==> src/rp_params.svh <==
`ifndef RP_PARAMS_SVH
`define RP_PARAMS_SVH

//////////////////////////////////////////////////////////////////////
// data path widths
//////////////////////////////////////////////////////////////////////

`define RP_DW       14  // ADC and DAC sample width
`define RP_ADC_W    16  // ADC pin bus, lowest two bits reserved
`define RP_NCH      2   // channel count

//////////////////////////////////////////////////////////////////////
// system bus
//////////////////////////////////////////////////////////////////////

`define RP_BUS_AW      32
`define RP_BUS_DW      32
`define RP_REGION_LSB  20  // region select bits
`define RP_REGION_MSB  22
`define RP_NREGION     8

// housekeeping region offsets
`define RP_OFS_ID    20'h00000  // read only
`define RP_OFS_LOOP  20'h0000C  // digital loop flag
`define RP_OFS_LED   20'h00030

// channel region offsets
`define RP_OFS_CH_A  20'h00000
`define RP_OFS_CH_B  20'h00004

`define RP_ID_VALUE  32'h7270_0001

`endif

==> src/rp_pkg.sv <==
package rp_pkg;

  // address region, taken from bits 22..20
  // values 2..7 have no name and stay unused
  typedef enum logic [2:0] {
    REGION_HK  = 3'd0,  // housekeeping
    REGION_DSP = 3'd1   // channel offsets
  } bus_region_e;

  // access in flight on the system bus
  typedef enum logic [1:0] {
    BUS_IDLE  = 2'd0,
    BUS_WRITE = 2'd1,
    BUS_READ  = 2'd2
  } bus_op_e;

  // what a channel adds its offset to
  typedef enum logic {
    SRC_ADC  = 1'b0,  // fresh ADC sample
    SRC_LOOP = 1'b1   // own last result
  } chan_src_e;

endpackage

==> src/adc_capture.sv <==
`timescale 1ns/1ns
`include "rp_params.svh"

module adc_capture (
  input  logic                                  adc_clk,
  input  logic                                  rst_i,
  input  logic        [`RP_ADC_W-1:0]           adc_dat_a_i,
  input  logic        [`RP_ADC_W-1:0]           adc_dat_b_i,
  output logic signed [`RP_NCH-1:0][`RP_DW-1:0] adc_sample_o
);

  localparam int ADC_LSB = `RP_ADC_W - `RP_DW;  // reserved low pins

  // mid-scale code, decodes to zero
  localparam logic [`RP_DW-1:0] MID_CODE = {1'b0, {(`RP_DW-1){1'b1}}};

  logic [`RP_NCH-1:0][`RP_DW-1:0] adc_raw;  // pin registers, offset binary

  // these should land in the IO block registers
  always_ff @(posedge adc_clk)
  begin
    if (rst_i)
    begin
      adc_raw <= {`RP_NCH{MID_CODE}};
    end
    else
    begin
      adc_raw[0] <= adc_dat_a_i[`RP_ADC_W-1:ADC_LSB];
      adc_raw[1] <= adc_dat_b_i[`RP_ADC_W-1:ADC_LSB];
    end
  end

  // negative slope offset binary to two's complement
  always_comb
  begin
    for (int k = 0; k < `RP_NCH; k++)
    begin
      adc_sample_o[k] = {adc_raw[k][`RP_DW-1], ~adc_raw[k][`RP_DW-2:0]};  // keep msb
    end
  end

endmodule

==> src/analog_channel.sv <==
`timescale 1ns/1ns
`include "rp_params.svh"

module analog_channel (
  input  logic                     adc_clk,
  input  logic                     rst_i,
  input  logic signed [`RP_DW-1:0] adc_sample_i,  // two's complement sample
  input  rp_pkg::chan_src_e        src_i,         // ADC or loopback
  input  logic signed [`RP_DW-1:0] offset_i,
  output logic signed [`RP_DW-1:0] chan_out_o
);

  import rp_pkg::*;

  // clamp limits of the output word
  localparam logic signed [`RP_DW-1:0] SAT_MAX = {1'b0, {(`RP_DW-1){1'b1}}};
  localparam logic signed [`RP_DW-1:0] SAT_MIN = {1'b1, {(`RP_DW-1){1'b0}}};

  logic signed [`RP_DW-1:0] operand;  // selected input
  logic signed [`RP_DW:0]   sum;      // one guard bit
  logic signed [`RP_DW-1:0] sat;      // clamped sum

  //////////////////////////////////////////////////////////////////////
  // source select
  //////////////////////////////////////////////////////////////////////

  // loop mode feeds back the last result
  always_comb
  begin
    if (src_i == SRC_LOOP)
    begin
      operand = chan_out_o;
    end
    else
    begin
      operand = adc_sample_i;
    end
  end

  // sign extend both terms by one bit
  assign sum = {operand[`RP_DW-1], operand} + {offset_i[`RP_DW-1], offset_i};

  // the top two bits disagree on overflow
  always_comb
  begin
    case (sum[`RP_DW:`RP_DW-1])
      2'b01:   sat = SAT_MAX;             // positive overflow
      2'b10:   sat = SAT_MIN;             // negative overflow
      default: sat = sum[`RP_DW-1:0];     // in range
    endcase
  end

  // output register
  // acts as a saturating accumulator in loop mode
  always_ff @(posedge adc_clk)
  begin
    if (rst_i)
    begin
      chan_out_o <= '0;
    end
    else
    begin
      chan_out_o <= sat;
    end
  end

endmodule

==> src/dac_interleave.sv <==
`timescale 1ns/1ns
`include "rp_params.svh"

module dac_interleave (
  input  logic                                  adc_clk,
  input  logic                                  rst_i,
  input  logic signed [`RP_NCH-1:0][`RP_DW-1:0] chan_i,     // channel results
  output logic        [`RP_DW-1:0]              dac_dat_o,  // DAC code
  output logic                                  dac_sel_o,  // high carries channel A
  output logic                                  dac_rst_o
);

  logic                     next_a;     // next cycle carries A
  logic                     ch_idx;     // channel picked for next cycle
  logic signed [`RP_DW-1:0] chan_word;
  logic        [`RP_DW-1:0] dac_code;

  // toggle state is the select line itself
  assign next_a = ~dac_sel_o;
  assign ch_idx = next_a ? 1'b0 : 1'b1;  // A is index 0

  assign chan_word = chan_i[ch_idx];

  // back to negative slope offset binary
  assign dac_code = {chan_word[`RP_DW-1], ~chan_word[`RP_DW-2:0]};

  //////////////////////////////////////////////////////////////////////
  // output registers
  //////////////////////////////////////////////////////////////////////

  // each channel gets every second cycle
  always_ff @(posedge adc_clk)
  begin
    if (rst_i)
    begin
      dac_sel_o <= 1'b0;
      dac_dat_o <= '0;
    end
    else
    begin
      dac_sel_o <= next_a;
      dac_dat_o <= dac_code;
    end
  end

  // DAC reset, held one cycle past rst_i
  always_ff @(posedge adc_clk)
  begin
    dac_rst_o <= rst_i;
  end

endmodule

==> src/sys_bus_regs.sv <==
`timescale 1ns/1ns
`include "rp_params.svh"

module sys_bus_regs (
  input  logic                                  adc_clk,
  input  logic                                  rst_i,
  // system bus
  input  logic        [`RP_BUS_AW-1:0]          sys_addr_i,
  input  logic        [`RP_BUS_DW-1:0]          sys_wdata_i,
  input  logic                                  sys_wen_i,    // write strobe
  input  logic                                  sys_ren_i,    // read strobe
  output logic        [`RP_BUS_DW-1:0]          sys_rdata_o,
  output logic                                  sys_ack_o,
  // register outputs
  output logic        [7:0]                     led_o,
  output rp_pkg::chan_src_e                     src_o,        // digital loop flag
  output logic signed [`RP_NCH-1:0][`RP_DW-1:0] offset_o
);

  import rp_pkg::*;

  localparam int OFS_W = `RP_REGION_LSB;  // offset bits below the region

  bus_region_e            region;
  logic [`RP_NREGION-1:0] region_cs;  // one hot region select
  logic                   hk_cs;
  logic                   dsp_cs;
  logic [OFS_W-1:0]       ofs;        // offset within region
  bus_op_e                op;         // access starting this cycle
  bus_op_e                op_q;       // access being acknowledged
  logic [`RP_BUS_DW-1:0]  rdata;
  logic [`RP_BUS_DW-1:0]  rdata_q;

  //////////////////////////////////////////////////////////////////////
  // decode
  //////////////////////////////////////////////////////////////////////

  assign region    = bus_region_e'(sys_addr_i[`RP_REGION_MSB:`RP_REGION_LSB]);
  assign region_cs = `RP_NREGION'(1) << region;
  assign hk_cs     = region_cs[REGION_HK];
  assign dsp_cs    = region_cs[REGION_DSP];  // other regions ack and read zero
  assign ofs       = sys_addr_i[OFS_W-1:0];

  // write wins if both strobes come together
  always_comb
  begin
    if (sys_wen_i)
    begin
      op = BUS_WRITE;
    end
    else if (sys_ren_i)
    begin
      op = BUS_READ;
    end
    else
    begin
      op = BUS_IDLE;
    end
  end

  //////////////////////////////////////////////////////////////////////
  // register file
  //////////////////////////////////////////////////////////////////////

  // write lands on the edge that raises ack
  always_ff @(posedge adc_clk)
  begin
    if (rst_i)
    begin
      led_o    <= '0;
      src_o    <= SRC_ADC;
      offset_o <= '0;
    end
    else if (op == BUS_WRITE)
    begin
      if (hk_cs)
      begin
        case (ofs)
          `RP_OFS_LED:  led_o <= sys_wdata_i[7:0];
          `RP_OFS_LOOP: src_o <= sys_wdata_i[0] ? SRC_LOOP : SRC_ADC;
          default:      ;  // ID is read only
        endcase
      end
      if (dsp_cs)
      begin
        case (ofs)
          `RP_OFS_CH_A: offset_o[0] <= sys_wdata_i[`RP_DW-1:0];
          `RP_OFS_CH_B: offset_o[1] <= sys_wdata_i[`RP_DW-1:0];
          default:      ;
        endcase
      end
    end
  end

  // read mux, zero for anything unmapped
  always_comb
  begin
    rdata = '0;
    if (hk_cs)
    begin
      case (ofs)
        `RP_OFS_ID:   rdata = `RP_ID_VALUE;
        `RP_OFS_LOOP: rdata = {{(`RP_BUS_DW-1){1'b0}}, src_o == SRC_LOOP};
        `RP_OFS_LED:  rdata = {{(`RP_BUS_DW-8){1'b0}}, led_o};
        default:      rdata = '0;
      endcase
    end
    if (dsp_cs)
    begin
      case (ofs)
        `RP_OFS_CH_A: rdata = {{(`RP_BUS_DW-`RP_DW){offset_o[0][`RP_DW-1]}}, offset_o[0]};
        `RP_OFS_CH_B: rdata = {{(`RP_BUS_DW-`RP_DW){offset_o[1][`RP_DW-1]}}, offset_o[1]};
        default:      rdata = '0;
      endcase
    end
  end

  //////////////////////////////////////////////////////////////////////
  // acknowledge
  //////////////////////////////////////////////////////////////////////

  always_ff @(posedge adc_clk)
  begin
    if (rst_i)
    begin
      op_q <= BUS_IDLE;
    end
    else
    begin
      op_q <= op;  // one cycle after the strobe
    end
  end

  // read data captured with the strobe
  always_ff @(posedge adc_clk)
  begin
    if (op == BUS_READ)
    begin
      rdata_q <= rdata;
    end
  end

  assign sys_ack_o   = (op_q != BUS_IDLE);
  assign sys_rdata_o = (op_q == BUS_READ) ? rdata_q : '0;  // zero outside reads

endmodule

==> src/rp_top.sv <==
`timescale 1ns/1ns
`include "rp_params.svh"

module rp_top (
  input  logic                  adc_clk,
  input  logic                  rst_i,
  // ADC pins
  input  logic [`RP_ADC_W-1:0]  adc_dat_a_i,  // channel A
  input  logic [`RP_ADC_W-1:0]  adc_dat_b_i,  // channel B
  // DAC pins
  output logic [`RP_DW-1:0]     dac_dat_o,    // interleaved data
  output logic                  dac_sel_o,    // high for channel A
  output logic                  dac_rst_o,
  output logic [7:0]            led_o,
  // system bus
  input  logic [`RP_BUS_AW-1:0] sys_addr_i,
  input  logic [`RP_BUS_DW-1:0] sys_wdata_i,
  input  logic                  sys_wen_i,
  input  logic                  sys_ren_i,
  output logic [`RP_BUS_DW-1:0] sys_rdata_o,
  output logic                  sys_ack_o
);

  import rp_pkg::*;

  logic signed [`RP_NCH-1:0][`RP_DW-1:0] adc_sample;   // two's complement samples
  logic signed [`RP_NCH-1:0][`RP_DW-1:0] chan_out;     // channel results
  logic signed [`RP_NCH-1:0][`RP_DW-1:0] chan_offset;  // from bus registers
  chan_src_e                             chan_src;     // shared loop select

  //////////////////////////////////////////////////////////////////////
  // ADC input
  //////////////////////////////////////////////////////////////////////

  adc_capture u_adc (
    .adc_clk      (adc_clk),
    .rst_i        (rst_i),
    .adc_dat_a_i  (adc_dat_a_i),
    .adc_dat_b_i  (adc_dat_b_i),
    .adc_sample_o (adc_sample)
  );

  // one processing stage per channel
  for (genvar k = 0; k < `RP_NCH; k++)
  begin : g_chan
    analog_channel u_chan (
      .adc_clk      (adc_clk),
      .rst_i        (rst_i),
      .adc_sample_i (adc_sample[k]),
      .src_i        (chan_src),
      .offset_i     (chan_offset[k]),
      .chan_out_o   (chan_out[k])
    );
  end

  //////////////////////////////////////////////////////////////////////
  // DAC output
  //////////////////////////////////////////////////////////////////////

  dac_interleave u_dac (
    .adc_clk   (adc_clk),
    .rst_i     (rst_i),
    .chan_i    (chan_out),
    .dac_dat_o (dac_dat_o),
    .dac_sel_o (dac_sel_o),
    .dac_rst_o (dac_rst_o)
  );

  // slow control
  sys_bus_regs u_regs (
    .adc_clk     (adc_clk),
    .rst_i       (rst_i),
    .sys_addr_i  (sys_addr_i),
    .sys_wdata_i (sys_wdata_i),
    .sys_wen_i   (sys_wen_i),
    .sys_ren_i   (sys_ren_i),
    .sys_rdata_o (sys_rdata_o),
    .sys_ack_o   (sys_ack_o),
    .led_o       (led_o),
    .src_o       (chan_src),
    .offset_o    (chan_offset)
  );

endmodule

==> config.mk <==
export PLATFORM = sky130hd
export DESIGN_NAME = rp_top
export DESIGN_NICKNAME = d
export VERILOG_FILES = /design/src/rp_pkg.sv /design/src/adc_capture.sv /design/src/analog_channel.sv /design/src/dac_interleave.sv /design/src/sys_bus_regs.sv /design/src/rp_top.sv
export VERILOG_INCLUDE_DIRS = /design/src /design/src/src
export SDC_FILE = /design/constraint.sdc
export NUM_CORES = 1
export LEC_CHECK = 0
export BUFFER_PORTS_ARGS = -buffer_cell sky130_fd_sc_hd__buf_2
export CORE_AREA = 2 2 135 137
export CTS_CLUSTER_DIAMETER = 50
export DETAILED_ROUTE_END_ITERATION = 8
export DIE_AREA = 0 0 137 139
export PLACE_DENSITY = 0.64
export SLEW_MARGIN = 20
export SYNTH_ARGS = -nofsm -noshare
export SYNTH_HDL_FRONTEND = slang
export SYNTH_HIERARCHICAL = 1
export SYNTH_SLANG_ARGS = --single-unit
export TNS_END_PERCENT = 5
==> constraint.sdc <==
create_clock -name adc_clk -period 5.5 [get_ports adc_clk]
set_input_delay 0.55 -clock adc_clk [delete_from_list [all_inputs] [get_ports adc_clk]]
set_output_delay 0.55 -clock adc_clk [all_outputs]
set_load 0.005 [all_outputs]
==> results of run 1 <==
[registers in the layout, summed over array words and instances (netlist names)]
register / flops
u_adc/adc_sample_o: 2
g_chan.u_chan/chan_out_o: 28
u_regs/offset_o: 28
u_regs/led_o: 8
u_adc/adc_raw: 26
u_regs/op_q: 2
u_regs/rdata_q: 15
u_regs/src_o: 1
u_dac/dac_sel_o: 1
u_dac/dac_dat_o: 14
u_dac/dac_rst_o: 1
[report_power, final]
part           internal (uW)  switching, uW  total (uW)
combinational           89.8            108         198
sequential               968           17.6         985
clock                    629            446        1080
total                   1690            572        2260
[cell families (layout without fill, tap and decap cells)]
family | count (synthesis) | after routing
AND/OR/NAND/NOR | 227 | 227
AO/OA/AOI/OAI | 198 | 198
flip-flops | 126 | 126
buffers and inverters | 96 | 199
multiplexers | 52 | 52
adder cells (fa/ha/maj) | 34 | 34
XOR/XNOR | 12 | 12
[worst register-to-register path: stages (launching register included)]
cell	delay, ns
dfxtp_1	0.79
buf_4	0.38
mux2_2	0.37
ha_1	0.34
a2111oi_0	0.40
o21ai_1	0.23
a21o_1	0.22
a21oi_1	0.25
a221o_1	0.20
ha_1	0.35
nand2b_1	0.34
or2_2	0.42
o311a_1	0.14
nand3_1	0.08
[path summary, 6_finish.rpt]
kind	start	to	slack, ns	cells after the start
max	u_regs/src_o	g_chan[1].u_chan/chan_out_o[11]	0.93	13
min	adc_dat_a_i[7]	u_adc/adc_raw[5]	0.30	2
max reg2reg	u_regs/src_o	g_chan[1].u_chan/chan_out_o[11]	0.93	13
min reg2reg	g_chan[1].u_chan/chan_out_o[8]	u_dac/dac_dat_o[8]	0.46	1
[area by class of cell]
type,count,area (um2),area share
Clock inverter,14,135.1,0.01643
Tap cell,229,286.5,0.03484
Multi-Input combinational cell,523,3896,0.4738
Clock buffer,18,429.2,0.05218
Sequential cell,126,2673,0.3250
Inverter,37,138.9,0.01689
Timing Repair Buffer,130,665.6,0.08094
[metrics by stage]
step | power [uW] | cells | hold slack [ns]
2_1_floorplan | 1132 | 745 | 0.4081
3_3_place_gp | 1202 | 1045 | 0.4448
3_5_place_dp | 1204 | 1045 | 0.4447
4_1_cts | 2276 | 1077 | 0.2893
5_1_grt | 2344 | 1077 | 0.2905
6_report | 2259 | 1077 | 0.3005
[layer usage]
| metal | part of all wire | vias to the layer above |
|---|---|---|
| li1 | - | 2835 |
| met1 | 0.46 | 2603 |
| met2 | 0.47 | 153 |
| met3 | 0.048 | 24 |
| met4 | 0.020 | 0 |
| met5 | 0 | - |
[cell usage in the layout (no fill, tap or decap), types with 7 or more instances in the layout]
cell type and n:
buf_2 124, dfxtp_1 111, a21oi_1 61, o21ai_0 47
inv_1 37, nand3_1 37, ha_1 32, mux2_2 28
nand2_1 25, mux2i_1 24, nand2b_1 21, or2_1 20
and2_1 18, clkbuf_16 17, nor2b_1 16, nor2_1 16
edfxtp_1 15, nor3_1 11, or2_2 11, a211oi_1 10
a211oi_2 9, o21a_1 8, o2bb2ai_1 7
==> impl_metrics.tcl, run 1 <==
set metrics [dict create \
    vias_per_cell 5.214 \
    dpl.hpwl_um 13050 \
    wl_per_cell_um 16.55 \
    portBuffers 125 \
    leakage_uw 0.003588 \
    async_flop_share 0 \
    cts_max_path_buffers 2 \
    use_met3 0.03399 \
    grt_pass1_vias 5236 \
    max_slew_margin 0.3035 \
    placementRows 49 \
    cap_viol_max_count 0 \
    critPathMaxStageDelay_ns 0.79 \
    post-synth-top-count-cell "dfxtp_1" \
    ir_worst_vdd_mv 0.1997 \
    place_congestion 0.8783 \
    grt_util_met1 0.2598 \
    num_antenna_cells 0 \
    cts_resized 0 \
    cp-end-kind "register" \
    synth_top_family_by_area "simple AND/OR/NAND/NOR gates" \
    grtUsageTotal 0.1923 \
    grt_start_max_net_pins 68 \
    synth_area_um2 7088 \
    preCtsSetupSlack_ns 0.9653 \
    syn-num-nets 879 \
    yosys_warnings 6 \
    critPathLaunchType "register" \
    grt-ovfl-total 0 \
    fin_nets 969 \
    top_usage_layer "met2" \
    path_clk_slew_ns 0.06 \
    synth-simple-area-share 0.1972 \
    synthAdderAreaFrac 0.06214 \
    grt_pass1_wl_um 28210 \
    die_area_um2 19040 \
    finalMaxSlewViolations 0 \
    die_h_um 139 \
    tritoncts "built" \
    synth_edf_count 15 \
    ys_seq_area_frac 0.3771 \
    synth_commonest_cells "111 x dfxtp_1, 61 x a21oi_1, 47 x o21ai_0" \
    met2_usage 0.3035 \
    ant_nets 0 \
    drive_gt1_frac 0.2830 \
    antenna_found_initial 0 \
    fillCellCount 1732 \
    numClockSinks 126 \
    hold_viol 0 \
    ys_types 75 \
    final_util 0.4658 \
    synth_area_leaders "dfxtp_1 31%, edfxtp_1 6.4%, ha_1 5.6%" \
    clk_latency_ns 0.42 \
    cp_top_family "compound AO/OA/AOI/OAI gates" \
    drt_iter0_drc 279 \
    synth_top_area_frac 0.3135 \
    cellPowerDensity_nw_per_um2 274.7 \
    synth.area.mux_share 0.07838 \
    routed_wl_um 17830 \
    worstPathMaxFanout 14 \
    drc_errors 0 \
    cts_root_buffer "clkbuf_16" \
    start_util 0.4014 \
    cp_cell_sequence "buf_4, mux2_2, ha_1, a2111oi_0, o21ai_1, a21o_1, a21oi_1, a221o_1, ha_1, nand2b_1, or2_2, o311a_1, nand3_1" \
    tns_ns 0 \
    synth_xor_xnor_area_share 0.01483 \
    die_x_um 137 \
    critPathKind "reg -> reg" \
    crit_arrival_ns 4.92 \
    htreeDepth 4 \
    core_um2 17660 \
    synth_top_cell_by_area "dfxtp_1" \
    fin_ws_ns 0.9289 \
    max_slew.worst_pin.slew_ns 1.042 \
    synth_ff_type "dfxtp_1" \
    status "finished clean" \
    first_pass_iters 5 \
    vias 5615 \
    io_pins 157 \
    syn2layout_area_growth_pct 16.03 \
    min_period_ns 4.571 \
    post_cts_buffers 0 \
    cp.required_ns 5.85 \
    setup_viol 0 \
    ys_seq_elements 126 \
    synth_compound_area_frac 0.1968 \
    syn_area_per_cell_um2 9.514 \
    finalCritPeriodShare 0.8311 \
    critPathMostFrequentCell "ha_1" \
    hold_path.class "in -> reg" \
    cts-buffers-inserted 17 \
    finish.instance_area_um2 8224 \
    synthCells 745 \
    crit_slowest_cell "dfxtp_1" \
    path_buf_inv 1 \
    finalClockSkew_ns 0.01373 \
    cts_hold_buf 0 \
    placed_area_um2 7660 \
    rsz0062_at_grt "no" \
    fmax_mhz 218.8 \
]
Note: power is estimated with default switching activity, not from simulation.
==> inputs of run 2 (changes only) <==
--- a/config.mk
+++ b/config.mk
@@ -6,12 +6,13 @@
 export SDC_FILE = /design/constraint.sdc
 export NUM_CORES = 1
 export LEC_CHECK = 0
+export ABC_AREA = 1
 export BUFFER_PORTS_ARGS = -buffer_cell sky130_fd_sc_hd__buf_2
-export CORE_AREA = 2 2 135 137
+export CORE_AREA = 2 2 138 140
 export CTS_CLUSTER_DIAMETER = 50
 export DETAILED_ROUTE_END_ITERATION = 8
-export DIE_AREA = 0 0 137 139
-export PLACE_DENSITY = 0.64
+export DIE_AREA = 0 0 140 142
+export PLACE_DENSITY = 0.67
 export SLEW_MARGIN = 20
 export SYNTH_ARGS = -nofsm -noshare
 export SYNTH_HDL_FRONTEND = slang
==> constraint.sdc (replaced) <==
create_clock -name adc_clk -period 3.8 [get_ports adc_clk]
set_input_delay 0.38 -clock adc_clk [delete_from_list [all_inputs] [get_ports adc_clk]]
set_output_delay 0.38 -clock adc_clk [all_outputs]
set_load 0.005 [all_outputs]
==> run 2 against run 1 <==
  * Synthesized area rose by 5.2%
  * Non-clock buffer count rose by 3
  * Setup slack got worse by 0.51 ns
  * Final cell count rose by 36%
  * Maximum frequency rose by 35%
  * Core utilization rose by 0.72 points
  * Global-route usage rose by 0.79 points
  * Clock power rose by 52%
  * Critical path type unchanged
  * Wire length rose by 7.7%
  * Via count rose by 20%
  * The flow now finishes with violations (design-rule violations)
  * Clock-buffer cell count rose by 5
==> impl_metrics.tcl, run 2 <==
set metrics [dict create \
    status "finished, violations left" \
    violations "design-rule violations" \
    critPathMostFrequentCell "nand2_1" \
    post_cts_buffers 0 \
    syn-num-nets 1245 \
    htreeDepth 4 \
    rsz0062_at_grt "no" \
    io_pins 157 \
    fillCellCount 1862 \
    fmax_mhz 295.8 \
    cts_resized 0 \
    place_congestion 0.9274 \
    async_flop_share 0 \
    cts_root_buffer "clkbuf_16" \
    antenna_found_initial 0 \
    final_common_cell "nand2_1" \
    combPwrFrac 0.083 \
    drc_errors 8 \
    cp_top_family "simple AND/OR/NAND/NOR gates" \
    fin_nets 1350 \
    placementRows 50 \
    setup_viol 0 \
    critPathLaunchType "register" \
    path_buf_inv 4 \
    ir_worst_vdd_mv 0.3420 \
    dpl.hpwl_um 14730 \
    die_x_um 140 \
    path_clk_slew_ns 0.06 \
    placed_area_um2 8118 \
    grtUsageTotal 0.2002 \
    p_sw_uw 779.3 \
    grt-ovfl-total 0 \
    finish.instance_area_um2 8728 \
    numClockSinks 126 \
    final_util 0.4729 \
    synth_top_area_frac 0.2979 \
    ys_types 34 \
    cp_cell_sequence "buf_4, mux2_2, ha_1, nand2_1, inv_1, nand2_1, nand2_1, a21oi_1, nand3_1, nand2_1, inv_1, ha_1, inv_1, nand2_2, a21oi_1" \
    finalMaxSlewViolations 0 \
    critPathMaxStageDelay_ns 0.58 \
    clk_latency_ns 0.42 \
    vias_per_cell 4.624 \
    yosys_warnings 6 \
    cp-end-kind "register" \
    sequentialPowerShare 0.427 \
    p_sw_frac 0.2331 \
    synth_area_leaders "dfxtp_1 30%, nand2_1 16%, inv_1 10%" \
    drt_iter0_drc 442 \
    drive_gt1_frac 0.1993 \
    synth_commonest_cells "312 x nand2_1, 200 x inv_1, 158 x nor2_1" \
    crit_arrival_ns 3.72 \
    portBuffers 125 \
    ant_nets 0 \
    num_antenna_cells 0 \
    reg_top3 "g_chan.u_chan/chan_out_o x28, u_regs/offset_o x28, u_adc/adc_raw x26" \
    post-synth-top-count-cell "nand2_1" \
    cp.required_ns 4.14 \
    core_um2 18460 \
    min_period_ns 3.381 \
    max_slew.worst_pin.slew_ns 0.9605 \
    p_int_uw 2564 \
    synth_ff_type "dfxtp_1" \
    max_slew_margin 0.3588 \
    hold_viol 0 \
    synth_edf_count 15 \
    crit_slowest_cell "dfxtp_1" \
    finalCritPeriodShare 0.8898 \
    worstPathMaxFanout 14 \
    routed_wl_um 19200 \
    start_util 0.4041 \
    cellPowerDensity_nw_per_um2 383.1 \
    wl_per_cell_um 13.12 \
    grt_pass1_wl_um 31020 \
    die_area_um2 19880 \
    grt_pass1_vias 6292 \
    ys_seq_elements 126 \
    cts_max_path_buffers 2 \
    first_pass_iters 8 \
    finalClockSkew_ns 0.009135 \
    leakage_uw 0.005021 \
    vias 6765 \
    critPathKind "reg -> reg" \
    synth_top_cell_by_area "dfxtp_1" \
    register_area_um2 2673 \
    hold_path.class "in -> reg" \
    syn_area_per_cell_um2 6.713 \
    placedCellCount 1431 \
    cap_viol_max_count 0 \
    layout_common_cells "311 x nand2_1, 200 x inv_1, 157 x nor2_1" \
    tns_ns 0 \
    synthCells 1111 \
    grt_start_max_net_pins 38 \
    cts_hold_buf 0 \
    ys_seq_area_frac 0.3583 \
    stdcell_count 1463 \
    die_h_um 142 \
    pwr-share-clk 0.490 \
    tritoncts "built" \
    multi_input_area_um2 3672 \
    syn2layout_area_growth_pct 17.03 \
    cts-buffers-inserted 17 \
    synth_area_um2 7458 \
]
run 2: cell types whose count changed after synthesis, sizes merged, moves of 10 or more:
cell / previous run / this run
a21oi: 61 / 38
or2: 31 / 11
mux2i: 24 / 0
nand2: 26 / 324
o21ai: 53 / 8
nor2: 16 / 165
and2: 20 / 2
nand3: 40 / 89
nand2b: 21 / 0
nor2b: 17 / 0
clkbuf: 21 / 6
o31ai: 10 / 0
inv: 37 / 212
a211oi: 21 / 0
run 2: cells by family after synthesis:
kind of cell    share of synthesized area
compound gates                    0.03187
fa+ha+maj                         0.05905
flops                              0.3583
mux                               0.04227
buf+inv                            0.1500
simple gates                       0.3585
run 2: layout make-up:
type / count / area share
tap: 234 / 0.03354
sequential: 126 / 0.3062
clock buffer: 23 / 0.05720
inverter: 213 / 0.09160
clock inverter: 9 / 0.01218
timing repair buffer: 133 / 0.07856
multi-input combinational: 725 / 0.4207
run 2: per-layer routing:
metal | global-route usage | wire [um] | share of wire | vias to the layer above
met5 | 0 | 0 | 0 | -
met4 | 0.07018 | 405 | 0.021 | 0
met3 | 0.04374 | 910 | 0.047 | 29
met2 | 0.3469 | 9380 | 0.49 | 177
met1 | 0.2474 | 8501 | 0.44 | 2985
li1 | - | - | - | 3574
run 2: worst register-to-register path, delay by kind of cell, from the launching register on:
kind                     cells  cell delay, ns
buffers and inverters        4            0.51
AND/OR/NAND/NOR              6            0.72
AO/OA/AOI/OAI                2            0.46
multiplexers                 1            0.37
adder cells (fa/ha/maj)      2            0.65
flip-flops                   1            0.58
run 2: path summary, 6_finish.rpt:
kind / start / end / slack [ns] / depth (start not counted)
worst min register to register: g_chan[1].u_chan/chan_out_o[9] / u_dac/dac_dat_o[9] / 0.49 / 3
worst min-delay path: adc_dat_a_i[12] / u_adc/adc_raw[10] / 0.14 / 3
worst max-delay path: u_regs/src_o / g_chan[0].u_chan/chan_out_o[8] / 0.42 / 15
worst max register to register: u_regs/src_o / g_chan[0].u_chan/chan_out_o[8] / 0.42 / 15
run 2: power by group through the flow:
stage | Sequential, uW | Combinational, uW | Clock (uW)
after global routing | 1430 | 314 | 1720
after detailed placement | 1460 | 278 | 0
after CTS | 1430 | 279 | 1660
after floorplan | 1440 | 176 | 0
final | 1430 | 279 | 1640
after global placement | 1450 | 275 | 0
run 2: through the flow:
stage / setup slack, ns / hold slack [ns] / power (uW)
2_1_floorplan: 0.5842 / 0.4077 / 1619
3_3_place_gp: 0.4084 / 0.4844 / 1729
3_5_place_dp: 0.3542 / 0.4921 / 1733
4_1_cts: 0.3206 / 0.1253 / 3365
5_1_grt: 0.1644 / 0.1231 / 3469
6_report: 0.4189 / 0.1391 / 3343
==> inputs of run 3 (changes only) <==
--- a/config.mk
+++ b/config.mk
@@ -8,11 +8,11 @@
 export LEC_CHECK = 0
 export ABC_AREA = 1
 export BUFFER_PORTS_ARGS = -buffer_cell sky130_fd_sc_hd__buf_2
-export CORE_AREA = 2 2 138 140
+export CORE_AREA = 2 2 146 133
 export CTS_CLUSTER_DIAMETER = 50
 export DETAILED_ROUTE_END_ITERATION = 8
-export DIE_AREA = 0 0 140 142
-export PLACE_DENSITY = 0.67
+export DIE_AREA = 0 0 148 135
+export PLACE_DENSITY = 0.75
 export SLEW_MARGIN = 20
 export SYNTH_ARGS = -nofsm -noshare
 export SYNTH_HDL_FRONTEND = slang
==> run 3 against run 2 <==
  * Critical path depth stayed put
  * Final area is 0.87% higher
  * Flip-flop and latch count stayed put
  * Non-clock buffer count is 1 higher
  * The run now ends clean
  * Critical path type unchanged
  * Maximum frequency is 2.1% lower
==> impl_metrics.tcl, run 3 (synthesis gave the netlist of run 2 again) <==
set metrics [dict create \
    cellPowerDensity_nw_per_um2 397.7 \
    grt_pass1_wl_um 31950 \
    cp-end-kind "register" \
    multi_input_area_um2 3667 \
    layout_common_cells "312 x nand2_1, 200 x inv_1, 158 x nor2_1" \
    clk_latency_ns 0.42 \
    wl_met2_um 9225 \
    worstPathMaxFanout 13 \
    final_util 0.4799 \
    dpl.hpwl_um 15010 \
    placementRows 47 \
    wl_met3_um 1062 \
    finalClockSkew_ns 0.01053 \
    ir_worst_vdd_mv 0.3470 \
    htreeDepth 4 \
    cts_hold_buf 0 \
    ff2ff_path_depth 15 \
    ant_nets 0 \
    fillCellCount 1872 \
    post_cts_buffers 0 \
    worst_hold_slack_ns 0.1344 \
    wl_per_cell_um 13.31 \
    grt_start_max_net_pins 38 \
    fin_nets 1351 \
    critPathMaxStageDelay_ns 0.59 \
    finalMaxSlewViolations 0 \
    leakage_uw 0.005047 \
    finish.instance_area_um2 8805 \
    rsz0062_at_grt "no" \
    drt_iter0_drc 589 \
    grt-ovfl-total 0 \
    cts_root_buffer "clkbuf_16" \
    cts_max_path_buffers 2 \
    numClockSinks 126 \
    vias_per_cell 4.671 \
    cp.required_ns 4.14 \
    cp_cell_sequence "mux2_2, ha_1, fa_1, nand3_1, nand3_2, nand2_1, nand2_1, nand3b_1, nand3_1, nand2_2, inv_2, ha_1, inv_1, nand2_1, a21oi_1" \
    hold_viol 0 \
    first_pass_iters 5 \
    critPathMostFrequentCell "nand2_1" \
    path_clk_slew_ns 0.06 \
    min_period_ns 3.454 \
    drive_gt1_frac 0.1985 \
    crit_arrival_ns 3.79 \
    whs_path_depth 3 \
    hold_path.class "in -> reg" \
    final_common_cell "nand2_1" \
    critPathKind "reg -> reg" \
    cts-buffers-inserted 17 \
    fmax_mhz 289.5 \
    stdcell_count 1476 \
    placedCellCount 1443 \
    io_pins 157 \
    rr_startpoint "u_regs/src_o" \
    rrSetupSlack_ns 0.35 \
    core_um2 18350 \
    cap_viol_max_count 0 \
    status "finished clean" \
    cts_resized 0 \
    crit_slowest_cell "dfxtp_1" \
    reg_top3 "g_chan.u_chan/chan_out_o x28, u_regs/offset_o x28, u_adc/adc_raw x26" \
    tritoncts "built" \
    syn2layout_area_growth_pct 18.05 \
    grt_pass1_vias 6639 \
    register_area_um2 2673 \
    portBuffers 125 \
    setup_viol 0 \
    placed_area_um2 8139 \
    place_congestion 0.9347 \
    hold_path.startpoint "adc_dat_a_i[3]" \
    vias 6894 \
    routed_wl_um 19650 \
    max_slew_margin 0.2855 \
    met1Wirelength_um 8629 \
    max_slew.worst_pin.slew_ns 1.068 \
    start_util 0.4065 \
    rr_endpoint "g_chan[1].u_chan/chan_out_o[8]" \
    die_x_um 148 \
    critPathLaunchType "register" \
    die_area_um2 19980 \
    grtUsageTotal 0.2030 \
    die_h_um 135 \
    whs_endpoint "u_adc/adc_raw[1]" \
    tns_ns 0 \
    finalCritPeriodShare 0.9090 \
    drc_errors 0 \
    antenna_found_initial 1 \
    top_layer "met4" \
]
==> run 3: cell types whose count changed in the layout (fill, tap and decap cells not counted), sizes merged <==
cell	delta
diode	+2
buf	+1
clkinv	-3
bufinv	+2
==> run 3: worst max-delay path, delay by kind of cell, from the launching register on <==
| family | cells | cell delay, ns |
|---|---|---|
| flops | 1 | 0.59 |
| simple gates | 8 | 1.00 |
| buf+inv | 2 | 0.13 |
| mux | 1 | 0.40 |
| compound gates | 1 | 0.26 |
| fa+ha+maj | 3 | 0.98 |
==> run 3: final cells by class <==
| class | count | share of cell area |
|---|---|---|
| Tap cell | 245 | 0.03482 |
| Clock inverter | 8 | 0.01719 |
| Multi-Input combinational cell | 725 | 0.4165 |
| Sequential cell | 126 | 0.3035 |
| Inverter | 213 | 0.09081 |
| Timing Repair Buffer | 134 | 0.07873 |
| Antenna cell | 2 | 0.0005684 |
| Clock buffer | 23 | 0.05784 |
==> run 3: worst max-delay path by stage <==
stage / to / cells after the start / slack, ns / from
final: g_chan[1].u_chan/chan_out_o[8] / 15 / 0.35 / u_regs/src_o
after CTS: g_chan[1].u_chan/chan_out_o[10] / 15 / 0.35 / u_regs/src_o
after detailed placement: g_chan[1].u_chan/chan_out_o[10] / 15 / 0.39 / u_regs/src_o
after global placement: g_chan[1].u_chan/chan_out_o[8] / 15 / 0.47 / u_regs/src_o
after floorplan: g_chan[0].u_chan/chan_out_o[10] / 17 / 0.58 / u_regs/src_o
after global routing: g_chan[1].u_chan/chan_out_o[10] / 15 / 0.05 / u_regs/src_o
==> run 3: metal layers <==
layer / GRT usage / up-vias
met3: 0.03615 / 48
met5: 0 / -
li1: - / 3568
met4: 0.1042 / 0
met2: 0.3452 / 221
met1: 0.2469 / 3057
==> run 3: through the flow <==
step                worst slack [ns]  total power (uW)
floorplan                     0.5842              1619
global placement              0.4661              1728
detailed placement            0.3921              1734
CTS                           0.3533              3516
global route                 0.04557              3613
finish                        0.3459              3502
==> run 3: where the power goes <==
part	internal, uW	switching, uW
combinational	112	170
sequential	1400	25.5
clock	1200	590
